<file path="config.mk">
export PLATFORM = sky130hd
export DESIGN_NAME = ppu_core
export DESIGN_NICKNAME = d
export VERILOG_FILES = /design/src/ppu_timing_pkg.sv /design/src/ppu_bus_pkg.sv /design/src/frame_timer.sv /design/src/vram_addr_reg.sv /design/src/palette_ram.sv /design/src/ppu_regs.sv /design/src/ppu_core.sv
export VERILOG_INCLUDE_DIRS = /design/src
export SDC_FILE = /design/constraint.sdc
export NUM_CORES = 1
export LEC_CHECK = 0
export BUFFER_PORTS_ARGS = -buffer_cell sky130_fd_sc_hd__buf_2
export CAP_MARGIN = 15
export CORE_ASPECT_RATIO = 1.75
export CORE_MARGIN = 2
export CORE_UTILIZATION = 45
export CTS_CLUSTER_SIZE = 12
export DETAILED_ROUTE_END_ITERATION = 6
export PLACE_DENSITY = 0.64
export SLEW_MARGIN = 20
export SYNTH_ARGS = -nofsm -noshare
export SYNTH_HDL_FRONTEND = slang
export SYNTH_HIERARCHICAL = 1
export SYNTH_SLANG_ARGS = --single-unit
export TNS_END_PERCENT = 10
</file>
<file path="constraint.sdc">
create_clock -name clk -period 6.6 [get_ports clk]
set_input_delay 0.66 -clock clk [delete_from_list [all_inputs] [get_ports clk]]
set_output_delay 0.66 -clock clk [all_outputs]
set_load 0.03 [all_outputs]
</file>
<file path="src/ppu_consts.svh">
/*
 * Widths, register timing lines, palette page and address steps
 * shared by the picture processor register blocks
 */
`ifndef PPU_CONSTS_SVH
`define PPU_CONSTS_SVH

// Bus and counter widths
`define PPU_ADDR_W   15 // VRAM address register, bus uses low 14
`define PPU_LINE_W   9  // Scanline and cycle
`define PPU_DATA_W   8  // CPU data bus
`define PPU_COLOR_W  6  // One palette entry

// Line timing
`define PPU_LAST_CYCLE      340
`define PPU_PRE_RENDER_LINE 511 // Line -1 in 9 bits
`define PPU_VBL_START_NTSC  241 // Also PAL and Vs.
`define PPU_VBL_START_DENDY 291
`define PPU_VBL_END_NTSC    260 // Also Vs.
`define PPU_VBL_END_PAL     310 // Also Dendy

`define PPU_PAL_PAGE   6'b111111 // Address bits 13:8 of palette space
`define PPU_INC_ACROSS 1
`define PPU_INC_DOWN   32

`endif

</file>
<file path="src/ppu_timing_pkg.sv">
/*
 * System type and counter types for the frame timing
 */
`include "ppu_consts.svh"

package ppu_timing_pkg;

	// Console variants, encoding follows the sys_type pins
	typedef enum logic [1:0] {
		SYS_NTSC  = 2'd0,
		SYS_PAL   = 2'd1,
		SYS_DENDY = 2'd2,
		SYS_VS    = 2'd3
	} sys_type_t;

	// Scanline or cycle count
	typedef logic [`PPU_LINE_W-1:0] line_t;

endpackage

</file>
<file path="src/ppu_bus_pkg.sv">
/*
 * CPU register indices and the field types seen on the CPU side
 * and on the VRAM address bus
 */
`include "ppu_consts.svh"

package ppu_bus_pkg;

	// Register select on ain, indices 3 to 5 are not decoded here
	typedef enum logic [2:0] {
		REG_CTRL   = 3'd0, // $2000
		REG_MASK   = 3'd1, // $2001
		REG_STATUS = 3'd2, // $2002
		REG_ADDR   = 3'd6, // $2006
		REG_DATA   = 3'd7  // $2007
	} reg_index_t;

	typedef logic [`PPU_DATA_W-1:0]  cpu_byte_t;
	typedef logic [`PPU_ADDR_W-1:0]  vram_addr_t; // Bit 14 only lives in the temp register
	typedef logic [`PPU_COLOR_W-1:0] color_t;

endpackage

</file>
<file path="src/frame_timer.sv">
/*
 * Cycle and scanline counters with vblank start and end events
 * and the vblank flag
 */
`timescale 1ns/1ps
`include "ppu_consts.svh"

module frame_timer
	import ppu_timing_pkg::*;
(
	input  logic      clk,
	input  logic      ce,
	input  logic      reset,
	input  sys_type_t sys_type,
	output line_t     scanline,
	output line_t     cycle,
	output logic      is_in_vblank,
	output logic      entering_vblank, // One cycle at cycle 0 of the start line
	output logic      exiting_vblank   // One cycle at cycle 0 of the pre-render line
);

	line_t vbl_start_line;
	line_t vbl_end_line;  // Last line before pre-render
	logic  end_of_line;

	// Dendy starts late, PAL and Dendy both end at 310
	always_comb begin
		case (sys_type)
			SYS_PAL: begin
				vbl_start_line = line_t'(`PPU_VBL_START_NTSC);
				vbl_end_line   = line_t'(`PPU_VBL_END_PAL);
			end
			SYS_DENDY: begin
				vbl_start_line = line_t'(`PPU_VBL_START_DENDY);
				vbl_end_line   = line_t'(`PPU_VBL_END_PAL);
			end
			default: begin // NTSC and Vs.
				vbl_start_line = line_t'(`PPU_VBL_START_NTSC);
				vbl_end_line   = line_t'(`PPU_VBL_END_NTSC);
			end
		endcase
	end

	assign end_of_line     = (cycle == line_t'(`PPU_LAST_CYCLE));
	assign entering_vblank = (cycle == '0) && (scanline == vbl_start_line);
	assign exiting_vblank  = (cycle == '0) && (scanline == line_t'(`PPU_PRE_RENDER_LINE));

	always_ff @(posedge clk) begin
		if (reset) begin
			cycle        <= '0;
			scanline     <= '0;
			is_in_vblank <= 1'b0;
		end else if (ce) begin
			cycle <= end_of_line ? '0 : cycle + 1'b1;
			if (end_of_line) begin
				// Jump to line -1 after the end line, 511 + 1 wraps to 0
				scanline <= (scanline == vbl_end_line) ?
					line_t'(`PPU_PRE_RENDER_LINE) : scanline + 1'b1;
			end
			if (entering_vblank)
				is_in_vblank <= 1'b1;
			else if (exiting_vblank)
				is_in_vblank <= 1'b0;
		end
	end

	// The line never runs past 341 cycles
	a_cycle_range: assert property (@(posedge clk) disable iff (reset)
		cycle <= line_t'(`PPU_LAST_CYCLE));

endmodule

</file>
<file path="src/vram_addr_reg.sv">
/*
 * $2006 address register: temp register, write latch,
 * active address with increment after each data port access
 */
`timescale 1ns/1ps
`include "ppu_consts.svh"

module vram_addr_reg
	import ppu_bus_pkg::*;
(
	input  logic       clk,
	input  logic       ce,
	input  logic       reset,
	input  reg_index_t ain,
	input  cpu_byte_t  din,
	input  logic       write,
	input  logic       status_read,   // Clears the write latch
	input  logic       data_access,   // CPU read or write of $2007
	input  logic       addr_inc_down, // Step 32 instead of 1
	output vram_addr_t vram_addr,
	output logic       is_pal_address
);

	vram_addr_t temp_addr; // Collects the two halves
	logic       write_latch; // 0 = high byte next

	always_ff @(posedge clk) begin
		if (reset) begin
			write_latch <= 1'b0;
			vram_addr   <= '0;
		end else if (ce) begin
			if (write && ain == REG_ADDR) begin
				if (!write_latch) begin
					temp_addr[13:8] <= din[5:0];
					temp_addr[14]   <= 1'b0; // Top bit is always cleared by the first write
				end else begin
					temp_addr[7:0] <= din;
					vram_addr      <= {temp_addr[14:8], din}; // Second write commits
				end
				write_latch <= !write_latch;
			end else if (status_read) begin
				write_latch <= 1'b0; // Restart the two-write sequence
			end else if (data_access) begin
				vram_addr <= vram_addr + (addr_inc_down ?
					vram_addr_t'(`PPU_INC_DOWN) : vram_addr_t'(`PPU_INC_ACROSS));
			end
		end
	end

	// $3F00 to $3FFF and mirrors above
	assign is_pal_address = (vram_addr[13:8] == `PPU_PAL_PAGE);

endmodule

</file>
<file path="src/palette_ram.sv">
/*
 * 32-entry palette storage, backdrop entries mirrored
 */
`timescale 1ns/1ps

module palette_ram
	import ppu_bus_pkg::*;
(
	input  logic       clk,
	input  logic       ce,
	input  logic [4:0] addr,
	input  logic       write,
	input  color_t     wdata,
	output color_t     color  // Asynchronous read
);

	// Power-on contents
	color_t pal_mem [32] = '{
		6'h0F, 6'h2C, 6'h10, 6'h1C,
		6'h0F, 6'h37, 6'h27, 6'h07,
		6'h0F, 6'h28, 6'h16, 6'h07,
		6'h0F, 6'h28, 6'h0F, 6'h2C,
		6'h0F, 6'h0F, 6'h2C, 6'h11,
		6'h0F, 6'h0F, 6'h20, 6'h38,
		6'h0F, 6'h0F, 6'h15, 6'h27,
		6'h0F, 6'h0F, 6'h11, 6'h3C
	};

	logic [4:0] index;

	// Sprite backdrops 0x10/14/18/1C share storage with 0x00/04/08/0C
	assign index = (addr[1:0] == 2'b00) ? {1'b0, addr[3:0]} : addr;

	always_ff @(posedge clk) begin
		if (ce && write)
			pal_mem[index] <= wdata;
	end

	assign color = pal_mem[index];

endmodule

</file>
<file path="src/ppu_regs.sv">
/*
 * Control, mask and status registers, NMI, VRAM strobes,
 * delayed read buffer and the CPU read data latch
 */
`timescale 1ns/1ps

module ppu_regs
	import ppu_bus_pkg::*;
(
	input  logic       clk,
	input  logic       ce,
	input  logic       reset,
	input  reg_index_t ain,
	input  cpu_byte_t  din,
	input  logic       read,
	input  logic       write,
	input  logic       pre_read,  // Early read strobe, drives vram_r
	input  logic       pre_write, // Early write strobe, drives vram_w
	input  logic       is_in_vblank,
	input  logic       entering_vblank,
	input  logic       exiting_vblank,
	input  cpu_byte_t  vram_din,
	input  logic       is_pal_address,
	input  color_t     color,     // Palette entry at the current address
	output cpu_byte_t  dout,
	output logic       nmi,
	output logic       vram_r,
	output logic       vram_w,
	output logic       status_read,
	output logic       data_access,
	output logic       addr_inc_down,
	output logic       pal_write
);

	logic      vbl_enable; // $2000 bit 7
	logic      grayscale;  // $2001 bit 0
	logic      nmi_flag;   // Vblank flag seen in status bit 7
	logic      read_delayed;
	cpu_byte_t read_buffer;

	assign status_read = read && (ain == REG_STATUS);
	assign data_access = (read || write) && (ain == REG_DATA);
	assign vram_r      = pre_read && (ain == REG_DATA);
	assign vram_w      = pre_write && (ain == REG_DATA) && !is_pal_address; // Palette stays internal
	assign pal_write   = write && (ain == REG_DATA) && is_pal_address;
	assign nmi         = nmi_flag && vbl_enable;

	always_ff @(posedge clk) begin
		if (reset) begin
			vbl_enable    <= 1'b0;
			addr_inc_down <= 1'b0;
			grayscale     <= 1'b0;
			nmi_flag      <= 1'b0;
		end else if (ce) begin
			if (write && ain == REG_CTRL) begin
				vbl_enable    <= din[7];
				addr_inc_down <= din[2];
			end
			if (write && ain == REG_MASK)
				grayscale <= din[0];
			// A status read in the same cycle as the start wins
			if (exiting_vblank || status_read)
				nmi_flag <= 1'b0;
			else if (entering_vblank)
				nmi_flag <= 1'b1;
			else if (!is_in_vblank)
				nmi_flag <= 1'b0; // Flag never outlives the vblank window
		end
	end

	// VRAM answers one cycle after vram_r
	always_ff @(posedge clk) begin
		if (reset)
			read_delayed <= 1'b0;
		else if (ce)
			read_delayed <= vram_r;
	end

	always_ff @(posedge clk) begin
		if (ce && read_delayed)
			read_buffer <= vram_din;
	end

	// CPU read latch, holds until the next access
	always_ff @(posedge clk) begin
		if (reset) begin
			dout <= '0;
		end else if (ce) begin
			if (write) begin
				dout <= din;
			end else if (read) begin
				case (ain)
					REG_STATUS: dout <= {nmi_flag, 2'b00, dout[4:0]}; // No sprite bits
					REG_DATA: begin
						if (is_pal_address)
							dout <= {dout[7:6], grayscale ? {color[5:4], 4'b0000} : color};
						else
							dout <= read_buffer; // Byte from the previous access
					end
					default: dout <= dout;
				endcase
			end
		end
	end

	// Read and write strobes never overlap on the bus
	a_strobe_excl: assert property (@(posedge clk) disable iff (reset)
		!(vram_r && vram_w));

endmodule

</file>
<file path="src/ppu_core.sv">
/*
 * Picture processor CPU side: frame timer, address register,
 * palette RAM and register block
 */
`timescale 1ns/1ps
`include "ppu_consts.svh"

module ppu_core
	import ppu_timing_pkg::*;
	import ppu_bus_pkg::*;
(
	input  logic        clk,
	input  logic        ce,
	input  logic        reset,
	input  sys_type_t   sys_type,
	input  cpu_byte_t   din,
	input  reg_index_t  ain,
	input  logic        read,
	input  logic        write,
	input  logic        pre_read,
	input  logic        pre_write,
	input  cpu_byte_t   vram_din,
	output cpu_byte_t   dout,
	output logic        nmi,
	output logic        vram_r,
	output logic        vram_w,
	output logic [13:0] vram_a,
	output cpu_byte_t   vram_dout,
	output line_t       scanline,
	output line_t       cycle
);

	logic       is_in_vblank, entering_vblank, exiting_vblank;
	logic       status_read, data_access, addr_inc_down, pal_write;
	logic       is_pal_address;
	vram_addr_t vram_addr;
	color_t     color;

	assign vram_a    = vram_addr[13:0]; // Bit 14 is not on the bus
	assign vram_dout = din;

	frame_timer u_timer (
		.clk, .ce, .reset, .sys_type, .scanline, .cycle,
		.is_in_vblank, .entering_vblank, .exiting_vblank
	);

	vram_addr_reg u_addr (
		.clk, .ce, .reset, .ain, .din, .write, .status_read,
		.data_access, .addr_inc_down, .vram_addr, .is_pal_address
	);

	palette_ram u_palette (
		.clk, .ce, .addr(vram_addr[4:0]), .write(pal_write),
		.wdata(din[`PPU_COLOR_W-1:0]), .color
	);

	ppu_regs u_regs (
		.clk, .ce, .reset, .ain, .din, .read, .write, .pre_read, .pre_write,
		.is_in_vblank, .entering_vblank, .exiting_vblank, .vram_din,
		.is_pal_address, .color, .dout, .nmi, .vram_r, .vram_w,
		.status_read, .data_access, .addr_inc_down, .pal_write
	);

endmodule

</file>
==> results of run 1 <==
## how the worst max path moves through the flow
| stage | from | endpoint | slack [ns] | cells past startpoint |
|---|---|---|---|---|
| after global routing | u_addr/vram_addr[8] | u_palette/pal_mem[26][5] | 3.01 | 7 |
| after floorplan | u_addr/vram_addr[8] | u_palette/pal_mem[26][0] | 3.95 | 8 |
| after global placement | u_addr/vram_addr[8] | u_palette/pal_mem[27][1] | 3.19 | 5 |
| after detailed placement | u_addr/vram_addr[8] | u_palette/pal_mem[26][1] | 3.18 | 7 |
| after CTS | u_addr/vram_addr[8] | u_palette/pal_mem[26][5] | 3.20 | 7 |
| final | u_addr/vram_addr[8] | u_palette/pal_mem[27][5] | 3.14 | 5 |
## through the flow
step	cells	utilization
6_report	1133	0.508
5_1_grt	1133	0.508
4_1_cts	1133	0.508
3_5_place_dp	1092	0.479
3_3_place_gp	1092	0.479
2_1_floorplan	756	-
## worst reg2reg max path, stage by stage (launching register included)
cell and delay, ns:
dfxtp_1 0.44, and4_1 0.29, and3_1 0.57, and3_1 0.32, nand4_1 0.50, nor3_1 0.95
## where the power goes
part | switching [mW] | internal (mW)
Combinational | 0.0992 | 0.0460
Clock | 0.509 | 0.662
Sequential | 0.0112 | 1.56
## cell type report
cell class	instances	area (sq um)
multi-input combinational	454	3510
inverter	21	78.8
tap	300	375
clock inverter	2	12.5
clock buffer	39	646
sequential	229	6410
fill	2039	11200
timing repair buffer	88	465
## metal layers
metal / track usage / vias to the layer above
met5: 0 / -
met2: 0.418 / 213
li1: - / 3031
met1: 0.227 / 3321
met4: 0.0855 / 0
met3: 0.0215 / 53
==> flow_summary.yaml, run 1 <==
outcome:
  status: "finished, final reports clean"
final_layout:
  drive_above_1_share: 0.210
  final_common_cell: "edfxtp_1"
  antenna_cells: 0
  final_net_count: 853
  largest_register_ffs: 168
  postLayoutCellArea_sq_um: 11500
  area_delta_synth_final_pct: 11.3
  layout_common_cells: "edfxtp_1, buf_2, nor2_1"
detailed_routing:
  wl_met1_um: 9330
  routed_wirelength_um: 25900
  route.met3.wl_um: 949
  avgViaCountPerCell: 5.84
  drt_pass1_iterations: 5
  drc: 0
  drtIter0Drc: 471
  avgRoutedWirePerCell_um: 22.9
  vias: 6618
  ant_nets: 0
  top_layer: "met4"
  met2_length_um: 14700
timing:
  setup_viol: 0
  finalSetupTns_ns: 0
  holdWs_ns: 0.347
  relSlewSlack: 0.249
  fin_skew_ns: 0.0136
  rsz0062_at_grt: "false"
  finalHoldViolCount: 0
  setup_slack_ns: 3.14
  worst_pin_slew_ns: 1.12
  period_minus_slack_ns: 3.46
  slew_violations: 0
  min_period_over_period: 0.524
  fmax_mhz: 289
global_routing:
  grt_overflow_total: 0
  grt_use_total: 0.212
  grt_max_degree: 54
  grt_pass1_vias: 6555
  grt_pass1_wl_um: 39100
  antenna_found_initial: 0
setup_path:
  rr_startpoint: "u_addr/vram_addr[8]"
  endpoint_kind: "register"
  cp_slowest_stage_delay_ns: 0.95
  critical-path-top-delay-family: "simple AND/OR/NAND/NOR gates"
  cp_max_fo: 15
  crit_type: "register to register"
  r2r-end: "u_palette/pal_mem[27][5]"
  cp_slowest_cell: "nor3_1"
  reg2reg_depth: 5
  worstPathRequired_ns: 6.72
  crit_buf_inv: 0
  r2r_slack_ns: 3.14
  critPathLaunchType: "register"
  cp_common_cell: "and3_1"
  crit_chain: "and4_1 > and3_1 > and3_1 > nand4_1 > nor3_1"
  cp.arrival_ns: 3.57
die:
  start_util: 0.456
  num_rows: 73
  die_area_sq_um: 24200
  die_x_um: 119
  ioPinCount: 79
  die_h_um: 204
  core_sq_um: 22700
placement:
  io_buffers: 78
  pre_cts_ws_ns: 3.18
  dpl_cell_area_sq_um: 10800
  dp_hpwl_um: 17700
  gp_congestion: 0.849
clock_network:
  cts_root_buf: "clkbuf_16"
  cts.sink_count: 229
  clk_path_buf_depth: 3
  cts_buffers: 23
  path_clk_slew_ns: 0.06
  cts_hold_buf: 0
  htree_levels: 1
  cts_tree: "yes"
  postCtsSetupBuffers: 0
  insertion_delay_ns: 0.50
  cts.repair.resized: 0
min_path:
  min_delay_path_depth: 1
  hold_path_class: "input pin to register"
  hold-path-endpoint: "u_regs/read_buffer[6]"
  min_from: "vram_din[6]"
job:
  maxCapViolations: 0
synthesis:
  avgSynthCellArea_sq_um: 13.7
  yosysWarnings: 6
  synthCells: 756
  syn-num-nets: 792
  syn_area_sq_um: 10300
pwr:
  powerDensity_nw_per_um2: 251
  power_mw: 2.89
  irDropWorstVdd_v: 0.000174
  p_leak_nw: 3.69
(Power assumes the default switching activity.)
==> run 2: changes to the inputs <==
Clock period 6.6 ns to 3.4 ns, I/O delays scaled along.
==> run 2 against run 1 <==
  * Worst hold slack worse by 0.33 ns
  * Non-clock buffer count increased by 15
  * Die area stayed put
  * Global-route usage fell by 0.35 points
  * Cell count rose by 1.3%
==> flow_summary.yaml, run 2 (synthesized netlist as in run 1, its figures left out) <==
outcome:
  status: "finished, final reports clean"
setup_path:
  reg2reg_depth: 8
  cp_slowest_cell: "dfxtp_4"
  endpoint_kind: "register"
  crit_type: "register to register"
  r2r_slack_ns: 0.65
  crit_chain: "mux2i_1 > mux4_2 > o22a_1 > nand3_1 > inv_1 > o21ai_0 > o21ai_0 > a2111oi_2"
  cp_max_fo: 71
  cp_slowest_stage_delay_ns: 0.93
  r2r-end: "u_regs/dout[1]"
  rr_startpoint: "u_addr/vram_addr[1]"
  cp.arrival_ns: 3.15
  worstPathRequired_ns: 3.80
  cp_common_cell: "o21ai_0"
  critPathLaunchType: "register"
final_layout:
  antenna_cells: 0
  final_net_count: 868
  n_fill_cell: 2053
  largest_register_ffs: 168
  ff_latch_area_sq_um: 6410
  final_common_cell: "edfxtp_1"
  drive_above_1_share: 0.224
  fin_util: 0.514
  multi_input_area_sq_um: 3510
  layout_common_cells: "edfxtp_1, buf_2, nor2_1"
  area_delta_synth_final_pct: 12.6
min_path:
  min_delay_path_depth: 1
  hold-path-endpoint: "u_regs/read_buffer[3]"
  hold_path_class: "input pin to register"
  min_from: "vram_din[3]"
clock_network:
  path_clk_slew_ns: 0.06
  cts_tree: "yes"
  cts.sink_count: 229
  cts_buffers: 23
  htree_levels: 1
  postCtsSetupBuffers: 0
  cts_hold_buf: 0
  cts_root_buf: "clkbuf_16"
  clk_path_buf_depth: 3
  cts.repair.resized: 0
  insertion_delay_ns: 0.50
pwr:
  irDropWorstVdd_v: 0.000358
  p_leak_nw: 3.78
  powerDensity_nw_per_um2: 481
timing:
  fin_skew_ns: 0.0123
  rsz0062_at_grt: "false"
  finalHoldViolCount: 0
  finalSetupTns_ns: 0
  setup_viol: 0
  worst_pin_slew_ns: 0.906
  period_minus_slack_ns: 2.75
  min_period_over_period: 0.809
  fmax_mhz: 364
  relSlewSlack: 0.391
  slew_violations: 0
global_routing:
  antenna_found_initial: 0
  grt_max_degree: 72
  grt_pass1_vias: 6579
  grt_pass1_wl_um: 38500
  grt_use_total: 0.209
  grt_overflow_total: 0
die:
  core_sq_um: 22700
  start_util: 0.456
  num_rows: 73
  die_x_um: 119
  die_area_sq_um: 24200
  ioPinCount: 79
  die_h_um: 204
detailed_routing:
  drc: 0
  routed_wirelength_um: 25100
  avgRoutedWirePerCell_um: 21.9
  vias: 6676
  drtIter0Drc: 298
  avgViaCountPerCell: 5.82
  drt_pass1_iterations: 5
  ant_nets: 0
placement:
  io_buffers: 78
  dp_hpwl_um: 17700
  gp_congestion: 0.864
job:
  maxCapViolations: 0
run 2: cell type report:
cell class	count	share of cell area
Clock buffer	40	0.0558
Clock inverter	1	0.000753
Inverter	21	0.00677
Multi-Input combinational cell	454	0.302
Sequential cell	229	0.551
Tap cell	300	0.0323
Timing Repair Buffer	103	0.0518
run 2: worst max-delay path by stage:
stage          cells past startpoint           startpoint                        to
2_1_floorplan                      8  u_addr/vram_addr[8]  u_palette/pal_mem[26][0]
4_1_cts                            8  u_addr/vram_addr[1]            u_regs/dout[3]
5_1_grt                            8  u_addr/vram_addr[1]            u_regs/dout[3]
3_5_place_dp                       8  u_addr/vram_addr[1]            u_regs/dout[3]
3_3_place_gp                       8  u_addr/vram_addr[1]            u_regs/dout[3]
6_report                           8  u_addr/vram_addr[1]            u_regs/dout[1]
run 2: power breakdown:
group / total, mW / switching [mW] / internal (mW)
Combinational: 0.278 / 0.187 / 0.0908
Clock: 2.26 / 0.974 / 1.29
Sequential: 3.06 / 0.0268 / 3.03
run 2: critical path, delay by kind of cell (launching register included):
family	cells	cell delay, ns
flops	1	0.93
simple gates	1	0.08
buf+inv	1	0.04
mux	2	0.70
compound gates	4	0.85
run 2: per-stage QoR:
stage	power, mW	instance area [sq um]	hold WS (ns)	setup WS, ns	std cells
after global placement	3.40	11000	0.440	0.709	1107
final	5.60	11600	0.0160	0.649	1148
after floorplan	3.28	10300	0.409	0.747	756
after detailed placement	3.40	11000	0.445	0.623	1107
after global routing	5.76	11600	0.0102	0.379	1148
after CTS	5.65	11600	0.00755	0.614	1148
run 2: metal layers:
layer / wire length, um / track usage / share of wire / vias up
li1: - / - / - / 3057
met2: 14100 / 0.408 / 0.56 / 234
met5: 0 / 0 / 0 / -
met4: 1170 / 0.0986 / 0.047 / 0
met1: 8600 / 0.220 / 0.34 / 3334
met3: 1180 / 0.0212 / 0.047 / 51
==> run 3: changes to the inputs <==
Clock period 3.4 ns to 2.55 ns, I/O delays scaled along.
==> run 3 against run 2 <==
  * Die area unchanged
  * Largest cell class unchanged
  * Sequential share of layout area down 1.8 points
  * Sequential power up 33%
  * Combinational power up 51%
==> flow_summary.yaml, run 3 (synthesized netlist as in run 1, its figures left out) <==
global_routing:
  grt_use_total: 0.217
  grt_pass1_vias: 7002
  grt_max_degree: 33
  grt_pass1_wl_um: 40000
  grt_overflow_total: 0
  antenna_found_initial: 0
min_path:
  hold_path_class: "input pin to register"
detailed_routing:
  routed_wirelength_um: 26200
  drt_pass1_iterations: 5
  vias: 6851
  drtIter0Drc: 465
  avgRoutedWirePerCell_um: 21.9
  drc: 0
  ant_nets: 0
  avgViaCountPerCell: 5.73
timing:
  rsz0062_at_grt: "false"
  finalSetupTns_ns: 0
  slew_violations: 0
  finalHoldViolCount: 0
  period_minus_slack_ns: 2.38
  worst_pin_slew_ns: 0.969
  holdWs_ns: 0.0761
  fmax_mhz: 419
  fin_skew_ns: 0.0113
  relSlewSlack: 0.335
  min_period_over_period: 0.935
  setup_viol: 0
job:
  maxCapViolations: 0
final_layout:
  antenna_cells: 0
  final_net_count: 916
  drive_above_1_share: 0.257
  final_common_cell: "edfxtp_1"
  fin_util: 0.531
  largest_register_ffs: 168
  layout_common_cells: "edfxtp_1, buf_2, nor2_1"
  area_delta_synth_final_pct: 16.4
setup_path:
  worstPathRequired_ns: 2.95
  endpoint_kind: "register"
  crit_chain: "buf_12 > mux2i_1 > mux4_2 > o22a_1 > nand3_1 > inv_1 > o21ai_0 > o21ai_0 > a2111oi_2"
  crit_buf_inv: 2
  cp.arrival_ns: 2.79
  cp_slowest_stage_delay_ns: 0.47
  cp_max_fo: 25
  cp_common_cell: "o21ai_0"
  critPathLaunchType: "register"
  critical-path-top-delay-family: "compound AO/OA/AOI/OAI gates"
  cp_slowest_cell: "mux4_2"
  crit_type: "register to register"
clock_network:
  htree_levels: 1
  postCtsSetupBuffers: 0
  path_clk_slew_ns: 0.06
  insertion_delay_ns: 0.51
  cts.sink_count: 229
  cts_root_buf: "clkbuf_16"
  cts_tree: "yes"
  clk_path_buf_depth: 3
  cts_buffers: 23
die:
  num_rows: 73
  die_area_sq_um: 24200
  core_sq_um: 22700
  die_h_um: 204
  start_util: 0.456
  die_x_um: 119
  ioPinCount: 79
pwr:
  irDropWorstVdd_v: 0.000425
  switching_power_mw: 1.61
  powerDensity_nw_per_um2: 625
  power.internal_mw: 5.90
  p_leak_nw: 4.03
  combPwrFrac: 0.056
  switching_share: 0.214
  clkPwrFrac: 0.404
  p_seq_frac: 0.540
placement:
  dp_hpwl_um: 18500
  gp_congestion: 0.897
  io_buffers: 78
outcome:
  status: "finished, final reports clean"
run 3: cell types whose count changed in the layout (fill, tap and decap cells not counted):
cell / previous run / this run
clkinv_4: 1 / 0
dlygate4sd3_1: 0 / 8
buf_12: 2 / 3
inv_6: 0 / 1
buf_4: 23 / 62
run 3: per-stage QoR:
stage / total power [mW] / instances / area (sq um) / setup slack (ns)
after floorplan: 4.37 / 756 / 10300 / -0.103
after global placement: 4.55 / 1147 / 11300 / 0.254
after detailed placement: 4.55 / 1147 / 11300 / 0.201
after CTS: 7.58 / 1196 / 12000 / 0.180
after global routing: 7.73 / 1196 / 12000 / 0.0582
final: 7.52 / 1196 / 12000 / 0.166
run 3: worst register-to-register path, cell delays in order (launching register included):
cell       delay [ns]
dfxtp_4          0.45
buf_12           0.21
mux2i_1          0.12
mux4_2           0.47
o22a_1           0.23
nand3_1          0.09
inv_1            0.05
o21ai_0          0.16
o21ai_0          0.13
a2111oi_2        0.37
run 3: timing repair:
item                      4_1_cts  5_1_grt
gates resized for setup         0        0
hold endpoints to repair        8        0
hold buffers                    8        0
run 3: power groups by stage:
stage | combinational, mW | sequential, mW | clock, mW
2_1_floorplan | 0.208 | 4.17 | 0
3_3_place_gp | 0.408 | 4.14 | 0
3_5_place_dp | 0.413 | 4.14 | 0
4_1_cts | 0.422 | 4.06 | 3.10
5_1_grt | 0.451 | 4.06 | 3.22
6_report | 0.420 | 4.06 | 3.04
run 3: final timing paths:
path	from	to	slack, ns	cells past startpoint
min	din[2]	u_palette/pal_mem[22][2]	0.08	1
max	u_addr/vram_addr[1]	u_regs/dout[3]	0.17	9
min reg2reg	u_regs/read_delayed	u_regs/read_delayed	0.47	2
max reg2reg	u_addr/vram_addr[1]	u_regs/dout[3]	0.17	9
run 3: final cells by class:
class                      count  area, sq um
clock buffer                  40          649
inverter                      21         78.8
fill                        2019        10600
tap                          300          375
multi-input combinational    454         3510
timing repair buffer         151          996
clock inverter                 1         8.76
sequential                   229         6410
run 3: layer usage:
| layer | track usage | wire length, um | part of all wire |
|---|---|---|---|
| met4 | 0.114 | 1250 | 0.048 |
| met1 | 0.224 | 9130 | 0.35 |
| met2 | 0.428 | 14900 | 0.57 |
| met5 | 0 | 0 | 0 |
| met3 | 0.0179 | 918 | 0.035 |
